===== src/hw/csr_index_defines.svh =====
// ------------------------------------------------------------
// Widths, sequence length and FIFO sizing for the CSR index
// configuration capture
// ------------------------------------------------------------

`ifndef CSR_INDEX_DEFINES_SVH
`define CSR_INDEX_DEFINES_SVH

// Memory response fields
`define CSR_DATA_W 32
`define CSR_OFFSET_W 16

// Words per configuration sequence
`define CSR_SEQ_LEN 8

// Narrow configuration fields
`define CSR_GRAN_W 6
`define CSR_MASK_W 4

// Configuration FIFO
`define CSR_FIFO_DEPTH 16
`define CSR_FIFO_PROG_THRESH 8

`endif


===== src/hw/csr_index_pkg.sv =====
// ------------------------------------------------------------
// Shared packed types for the CSR index configuration path
// ------------------------------------------------------------

`include "csr_index_defines.svh"

package csr_index_pkg;

    // One memory response word
    typedef struct packed {
        logic                     valid;
        logic [`CSR_OFFSET_W-1:0] offset;
        logic [`CSR_DATA_W-1:0]   data;
    } memory_response_t;

    // Word inside the window, slot is one-hot
    typedef struct packed {
        logic                    valid;
        logic [`CSR_SEQ_LEN-1:0] slot;
        logic [`CSR_DATA_W-1:0]  data;
    } config_word_t;

    typedef struct packed {
        logic                   increment;
        logic                   decrement;
        logic                   mode_sequence;
        logic                   mode_buffer;
        logic                   mode_break;
        logic [`CSR_DATA_W-1:0] index_start;
        logic [`CSR_DATA_W-1:0] index_end;
        logic [`CSR_DATA_W-1:0] stride;
        logic [`CSR_GRAN_W-1:0] granularity;
        logic                   direction;
        logic [`CSR_DATA_W-1:0] array_size;
        logic [`CSR_DATA_W-1:0] const_value;
        logic [`CSR_MASK_W-1:0] const_mask;
    } csr_index_config_t;

    typedef struct packed {
        logic              valid;
        csr_index_config_t payload;
    } csr_index_config_out_t;

    typedef struct packed {
        logic empty;
        logic full;
        logic prog_full;
    } fifo_status_t;

endpackage


===== src/hw/response_window_filter.sv =====
// ------------------------------------------------------------
// Response input register and offset window test
// ------------------------------------------------------------

`timescale 1ns/10ps
`include "csr_index_defines.svh"

module response_window_filter #(
    parameter int id_relative = 0
) (
    input  logic                            ap_clk,
    input  logic                            areset_csr_index_generator,
    input  csr_index_pkg::memory_response_t response_in,
    output csr_index_pkg::config_word_t     accepted_word
);
    import csr_index_pkg::*;

    // Window covers one full sequence of this engine
    localparam logic [`CSR_OFFSET_W-1:0] win_base =
        `CSR_OFFSET_W'(id_relative * `CSR_SEQ_LEN);
    localparam logic [`CSR_OFFSET_W-1:0] win_last =
        win_base + `CSR_OFFSET_W'(`CSR_SEQ_LEN - 1);

    memory_response_t resp_q;
    logic             in_window;

    always_ff @(posedge ap_clk) begin
        if (areset_csr_index_generator) begin
            resp_q.valid <= 1'b0;
        end else begin
            resp_q.valid <= response_in.valid;
        end
    end

    always_ff @(posedge ap_clk) begin
        resp_q.offset <= response_in.offset;
        resp_q.data   <= response_in.data;
    end

    assign in_window = (resp_q.offset >= win_base) && (resp_q.offset <= win_last);

    // Slot bit 0 flags the word that opens a sequence
    assign accepted_word.valid = resp_q.valid & in_window;
    assign accepted_word.slot  = {{(`CSR_SEQ_LEN-1){1'b0}}, resp_q.offset == win_base};
    assign accepted_word.data  = resp_q.data;

endmodule


===== src/hw/config_word_sequencer.sv =====
// ------------------------------------------------------------
// One-hot slot tracking for a configuration sequence
// and the sequence-done pulse
// ------------------------------------------------------------

`timescale 1ns/10ps
`include "csr_index_defines.svh"

module config_word_sequencer (
    input  logic                        ap_clk,
    input  logic                        areset_csr_index_generator,
    input  csr_index_pkg::config_word_t accepted_word,
    output csr_index_pkg::config_word_t slot_word,
    output logic                        sequence_done
);

    logic [`CSR_SEQ_LEN-1:0] slot_q;
    logic [`CSR_SEQ_LEN-1:0] slot_next;
    logic                    seq_idle;
    logic                    take_word;

    // Last slot counts as idle, it clears on the next edge
    assign seq_idle  = (slot_q == '0) | slot_q[`CSR_SEQ_LEN-1];
    assign take_word = accepted_word.valid & (~seq_idle | accepted_word.slot[0]);

    always_comb begin
        slot_next = slot_q;
        if (accepted_word.valid) begin
            if (seq_idle) begin
                slot_next = accepted_word.slot[0] ? `CSR_SEQ_LEN'(1) : '0;
            end else begin
                slot_next = slot_q << 1;
            end
        end else if (slot_q[`CSR_SEQ_LEN-1]) begin
            slot_next = '0;
        end
    end

    // ------------------------------------------------------------
    // Slot state and done pulse
    // ------------------------------------------------------------
    always_ff @(posedge ap_clk) begin
        if (areset_csr_index_generator) begin
            slot_q          <= '0;
            slot_word.valid <= 1'b0;
            sequence_done   <= 1'b0;
        end else begin
            slot_q          <= slot_next;
            slot_word.valid <= take_word;
            sequence_done   <= slot_q[`CSR_SEQ_LEN-1];
        end
    end

    // Payload follows the new slot value
    always_ff @(posedge ap_clk) begin
        slot_word.slot <= slot_next;
        slot_word.data <= accepted_word.data;
    end

    // Start word only when no sequence is running
    a_start_when_idle: assert property (@(posedge ap_clk)
        disable iff (areset_csr_index_generator)
        accepted_word.valid && accepted_word.slot[0] |-> seq_idle);

endmodule


===== src/hw/config_field_decoder.sv =====
// ------------------------------------------------------------
// Places each slot's data word into the configuration record
// ------------------------------------------------------------

`timescale 1ns/10ps
`include "csr_index_defines.svh"

module config_field_decoder (
    input  logic                             ap_clk,
    input  csr_index_pkg::config_word_t      slot_word,
    output csr_index_pkg::csr_index_config_t config_record
);

    // ------------------------------------------------------------
    // Field capture
    // ------------------------------------------------------------
    always_ff @(posedge ap_clk) begin
        if (slot_word.valid) begin
            case (1'b1)
                slot_word.slot[0]: begin
                    // Mode flags in the low bits
                    config_record.increment     <= slot_word.data[0];
                    config_record.decrement     <= slot_word.data[1];
                    config_record.mode_sequence <= slot_word.data[2];
                    config_record.mode_buffer   <= slot_word.data[3];
                    config_record.mode_break    <= slot_word.data[4];
                end
                slot_word.slot[1]: begin
                    config_record.index_start <= slot_word.data;
                end
                slot_word.slot[2]: begin
                    config_record.index_end <= slot_word.data;
                end
                slot_word.slot[3]: begin
                    config_record.stride <= slot_word.data;
                end
                slot_word.slot[4]: begin
                    // Shift amount low, direction in the top bit
                    config_record.granularity <= slot_word.data[`CSR_GRAN_W-1:0];
                    config_record.direction   <= slot_word.data[`CSR_DATA_W-1];
                end
                slot_word.slot[5]: begin
                    config_record.array_size <= slot_word.data;
                end
                slot_word.slot[6]: begin
                    config_record.const_value <= slot_word.data;
                end
                slot_word.slot[7]: begin
                    config_record.const_mask <= slot_word.data[`CSR_MASK_W-1:0];
                end
                default: begin
                    config_record <= config_record;
                end
            endcase
        end
    end

    // Sequencer must never hand over a word without a slot
    a_valid_has_slot: assert property (@(posedge ap_clk)
        slot_word.valid |-> $onehot(slot_word.slot));

endmodule


===== src/hw/config_fifo.sv =====
// ------------------------------------------------------------
// Synchronous FIFO for configuration records with status
// flags and a reset-busy setup flag
// ------------------------------------------------------------

`timescale 1ns/10ps
`include "csr_index_defines.svh"

module config_fifo #(
    parameter type payload_t = csr_index_pkg::csr_index_config_t
) (
    input  logic                                 ap_clk,
    input  logic                                 areset_csr_index_generator,
    input  logic                                 wr_en,
    input  payload_t                             din,
    input  logic                                 rd_en,
    output csr_index_pkg::csr_index_config_out_t dout,
    output csr_index_pkg::fifo_status_t          status,
    output logic                                 setup
);

    localparam int ptr_w = $clog2(`CSR_FIFO_DEPTH);
    localparam int cnt_w = $clog2(`CSR_FIFO_DEPTH + 1);
    localparam logic [ptr_w-1:0] last_ptr = ptr_w'(`CSR_FIFO_DEPTH - 1);

    payload_t               mem [`CSR_FIFO_DEPTH];
    payload_t               rd_data_q;
    logic                   rd_valid_q;
    logic [ptr_w-1:0]       wr_ptr_q;
    logic [ptr_w-1:0]       rd_ptr_q;
    logic [cnt_w-1:0]       count_q;
    logic                   push;
    logic                   pop;

    // Nothing moves while the buffer comes out of reset
    assign push = wr_en & ~status.full & ~setup;
    assign pop  = rd_en & ~status.empty & ~setup;

    // ------------------------------------------------------------
    // Pointers, count and setup flag
    // ------------------------------------------------------------
    always_ff @(posedge ap_clk) begin
        if (areset_csr_index_generator) begin
            wr_ptr_q   <= '0;
            rd_ptr_q   <= '0;
            count_q    <= '0;
            rd_valid_q <= 1'b0;
            setup      <= 1'b1;
        end else begin
            setup      <= 1'b0;
            rd_valid_q <= pop;
            if (push) begin
                wr_ptr_q <= (wr_ptr_q == last_ptr) ? '0 : wr_ptr_q + 1'b1;
            end
            if (pop) begin
                rd_ptr_q <= (rd_ptr_q == last_ptr) ? '0 : rd_ptr_q + 1'b1;
            end
            if (push && !pop) begin
                count_q <= count_q + 1'b1;
            end else if (pop && !push) begin
                count_q <= count_q - 1'b1;
            end
        end
    end

    always_ff @(posedge ap_clk) begin
        if (push) begin
            mem[wr_ptr_q] <= din;
        end
        if (pop) begin
            rd_data_q <= mem[rd_ptr_q];
        end
    end

    assign dout.valid   = rd_valid_q;
    assign dout.payload = rd_data_q;

    assign status.empty     = (count_q == '0);
    assign status.full      = (count_q == cnt_w'(`CSR_FIFO_DEPTH));
    assign status.prog_full = (count_q >= cnt_w'(`CSR_FIFO_PROG_THRESH));

    // A record offered to a full buffer is lost
    a_no_write_when_full: assert property (@(posedge ap_clk)
        disable iff (areset_csr_index_generator)
        wr_en |-> !status.full);

endmodule


===== src/hw/csr_index_configure_memory.sv =====
// ------------------------------------------------------------
// CSR index configuration capture, top level
// ------------------------------------------------------------

`timescale 1ns/10ps

module csr_index_configure_memory #(
    parameter int id_relative = 0
) (
    input  logic                                 ap_clk,
    input  logic                                 areset_csr_index_generator,
    input  csr_index_pkg::memory_response_t      response_in,
    input  logic                                 config_rd_en,
    output csr_index_pkg::csr_index_config_out_t config_out,
    output csr_index_pkg::fifo_status_t          fifo_status,
    output logic                                 fifo_setup
);
    import csr_index_pkg::*;

    config_word_t      accepted_word;
    config_word_t      slot_word;
    logic              sequence_done;
    csr_index_config_t config_record;

    response_window_filter #(
        .id_relative(id_relative)
    ) u_filter (
        .ap_clk                    (ap_clk),
        .areset_csr_index_generator(areset_csr_index_generator),
        .response_in               (response_in),
        .accepted_word             (accepted_word)
    );

    config_word_sequencer u_sequencer (
        .ap_clk                    (ap_clk),
        .areset_csr_index_generator(areset_csr_index_generator),
        .accepted_word             (accepted_word),
        .slot_word                 (slot_word),
        .sequence_done             (sequence_done)
    );

    config_field_decoder u_decoder (
        .ap_clk       (ap_clk),
        .slot_word    (slot_word),
        .config_record(config_record)
    );

    // Done pulse pushes the finished record
    config_fifo #(
        .payload_t(csr_index_config_t)
    ) u_fifo (
        .ap_clk                    (ap_clk),
        .areset_csr_index_generator(areset_csr_index_generator),
        .wr_en                     (sequence_done),
        .din                       (config_record),
        .rd_en                     (config_rd_en),
        .dout                      (config_out),
        .status                    (fifo_status),
        .setup                     (fifo_setup)
    );

endmodule


===== config.mk =====
export PLATFORM = sky130hd
export DESIGN_NAME = csr_index_configure_memory
export DESIGN_NICKNAME = d
export VERILOG_FILES = /design/src/hw/csr_index_pkg.sv /design/src/hw/response_window_filter.sv /design/src/hw/config_word_sequencer.sv /design/src/hw/config_field_decoder.sv /design/src/hw/config_fifo.sv /design/src/hw/csr_index_configure_memory.sv
export VERILOG_INCLUDE_DIRS = /design/src /design/src/hw
export SDC_FILE = /design/constraint.sdc
export NUM_CORES = 2
export LEC_CHECK = 0
export ABC_CLOCK_PERIOD_IN_PS = 17500
export BUFFER_PORTS_ARGS = -buffer_cell sky130_fd_sc_hd__buf_2
export CORE_AREA = 4 4 550 443
export DETAILED_ROUTE_END_ITERATION = 10
export DIE_AREA = 0 0 554 447
export PLACE_DENSITY_LB_ADDON = 0.12
export SLEW_MARGIN = 15
export SYNTH_ARGS = -nofsm -noshare
export SYNTH_HDL_FRONTEND = slang
export SYNTH_SLANG_ARGS = --single-unit

===== constraint.sdc =====
create_clock -name ap_clk -period 17.5 [get_ports ap_clk]
set_input_delay 1.75 -clock ap_clk [delete_from_list [all_inputs] [get_ports ap_clk]]
set_output_delay 1.75 -clock ap_clk [all_outputs]
set_load 0.1 [all_outputs]

==> metrics <==
status=complete, no violations; sw frac=0.241; syn nets=approximately 5000; CTS root buffer=clkbuf_16; Util after Layout=0.564; Worst VDD drop=0.000168 V; Routed Antenna Nets=0; crit path max fanout=roughly 100; Setup Skew=39.3 ps; setup bufs post-CTS=0; class of the worst hold path=reg -> reg; Die Area=between 0.2 and 0.25 mm²; via count=~54000; Pins Over Slew Limit=0; max incr delay on CP=960 ps; Final Instance Area=roughly 0.13 mm²; Post-synth EDFFs=about 3200; core area=between 0.2 and 0.25 mm²; # IOs=~230; critical path cell sequence=buf_12 -> buf_4 -> buf_4 -> buf_4 -> mux4_2 -> a22oi_1 -> nand2_1; Least-Margin Pin Slew=around 1100 ps; IO Port Bufs=between 200 and 250; Die H=447 µm; unrepaired setup endpoints after global routing=no; initial antenna violation count=39; DRT Pass-1 Iters=5; Reg power frac=0.508; max frequency=~0.18 GHz; min cycle time layout=between 5000 and 6000 ps; Crit Path Category=reg -> reg; HPWL Detailed=roughly 150000 µm; max cap viols=0; largest net degree at the start of global routing=between 100 and 150; slowest CP cell=buf_4; Cell variety after synth=45; Area growth, synth to finish=12.8%; GRT Overall Usage=0.240; placed insts=8183; most common cell after layout, fill and taps aside=edfxtp_1; synthesized cell area=between 0.1 and 0.15 mm²; vias in the first global route=~55000; placer's final routability congestion estimate=0.727; Synth area leaders=edfxtp_1 80%, mux4_2 13%, a22oi_1 2.2%, dfxtp_1 1.9%, nand2_1 0.59%; Multi-input gate area=approximately 0.020 mm²; relative slew slack=0.236; setup violators final=0; cell taking the most area after synthesis=edfxtp_1; setup TNS=0 ps; critical path's most frequent cell=buf_4; period utilization=0.322; Lkg Pwr=41.3 nW; Synth Flop Type=edfxtp_1; Combinational Power Share=0.110; CTS max path bufs=4; DRT iter0 DRCs=6409; Critical Path Start Type=register; post-place setup slack=between 10000 and 15000 ps; Internal=13.1 mW; Post-CTS Hold Buffers=0; Seq cells post-synth=~3300; DR vias/cell=6.20; drt drc=0; initial core utilization=0.500; fill cell count=~17000; PnR worst setup slack=between 10000 and 15000 ps; Switching Power=slightly above 4 mW; CP Buf/Inv Count=4; Worst path top cell family by delay=buffers and inverters; fin cells=8783; Synth Instances=between 4000 and 5000; crit path DAT=~6200 ps; global-route wire length before repair=418000 µm; Cell Area, Placed=roughly 0.12 mm²; commonest non-fill, non-tap cells in the layout=3168 x edfxtp_1, 704 x mux4_2, 352 x a22oi_1; pwr/cell area=~130 mW/mm²; GR Overflow Total=0; clock-pin slew on the worst setup and hold paths=around 60 ps; # clock sinks=between 3000 and 4000; Final nets=5410; WL/cell=between 30 and 40 µm; Critical Path RT=18080 ps; Seq/Total Area, Yosys=0.820; share of total power in the clock network=0.382; Critical Path End Type=register; syn_area_per_cell=24.2 µm²; FP Rows=160; Hold Vio Cnt, Final=0; share of the synthesized area in the top cell type=0.801; H-tree depth=5; Syn. warnings=0; TritonCTS Buffers=between 300 and 400; register area=0.0974 mm²; chip width=554 µm; clock latency at the later pin of the worst-skew pair=~870 ps; Total Routed Length=approximately 300000 µm; proportion of layout cells with a drive suffix above 1=0.274; Post-synth ARST share=0; CTS tree=done; post-CTS sizing=0
[path summary, 6_finish.rpt]
path                                                 from  slack, ps  cells after the start                  endpoint
worst max-delay path                   u_fifo.rd_ptr_q[0]      11870                      7           u_fifo.dout[78]
worst min-delay path            u_filter.accepted_word[5]        320                      0  u_sequencer.slot_word[5]
worst max register to register         u_fifo.rd_ptr_q[0]      11870                      7           u_fifo.dout[78]
worst min register to register  u_filter.accepted_word[5]        320                      0  u_sequencer.slot_word[5]
[worst register-to-register path, delay by kind of cell, from the launching register on]
kind / cells / cell delay [ps]
AOI/OAI and AO/OA: 1 / 230
buffers and inverters: 4 / 3520
DFF: 1 / 880
muxes: 1 / 620
and+or+nand+nor: 1 / 110
[state kept, by name (all words and copies together) (netlist names)]
name                       cells
u_decoder.config_record      176
u_fifo.count_q                 5
u_fifo.dout                  176
u_fifo.mem                  2816
u_fifo.rd_ptr_q                4
u_fifo.rd_valid_q              1
u_fifo.setup                   1
u_fifo.wr_ptr_q                4
u_filter.accepted_word        32
u_filter.resp_q               17
u_sequencer.sequence_done      1
u_sequencer.slot_q             8
u_sequencer.slot_word         41
[final cells by class]
| type | count | area share |
|---|---|---|
| diodes | 42 | 0.000785 |
| clock buffers | 420 | 0.0651 |
| clock inverters | 137 | 0.00855 |
| inverters | 8 | 0.000280 |
| multi-input cells | 1380 | 0.151 |
| flip-flops and latches | 3282 | 0.727 |
| well taps | 3159 | 0.0295 |
| repair buffers | 355 | 0.0171 |
[synthesized netlist by cell type, types with 8 or more instances]
master    count
mux2i_1       9
mux4_2      704
buf_2        90
buf_4        11
nand2_1     187
nor3_1       13
clkbuf_1    122
buf_1         8
inv_1         8
buf_6        15
dfxtp_1     114
edfxtp_1   3168
a22oi_1     352
ha_1          9
nor2_1       41
[power groups by stage]
stage               logic, mW  registers, mW  clock network [mW]
CTS                      1.93           8.74                6.72
detailed placement       1.93           8.91                   0
floorplan                1.08           9.37                   0
finish                   1.89           8.74                6.58
global route             2.01           8.74                7.06
global placement         1.92           8.91                   0
[cell families (layout without fill, tap and decap cells)]
logic type / after synthesis / after routing / synth area share
AND/OR/NAND/NOR: 278 / 278 / 0.00993
other: 0 / 42 / 0
buffers and inverters: 254 / 920 / 0.0103
AO/OA/AOI/OAI: 374 / 374 / 0.0236
multiplexers: 714 / 714 / 0.134
XOR/XNOR: 4 / 4 / 0.000295
adder cells (fa/ha/maj): 10 / 10 / 0.00112
flip-flops: 3282 / 3282 / 0.820
[through the flow]
step           power [mW]  hold slack [ps]
2_1_floorplan        10.5              310
3_3_place_gp         10.8              312
3_5_place_dp         10.8              312
4_1_cts              17.4              326
5_1_grt              17.8              327
6_report             17.2              322
[metal layers]
metal,part of all wire,GRT usage,vias up
li1,-,-,21900
met1,0.41,0.342,29700
met2,0.48,0.379,2380
met3,0.087,0.0505,425
met4,0.028,0.0754,4
met5,0.000080,0,-
Note: power is estimated with default switching activity, not from simulation.
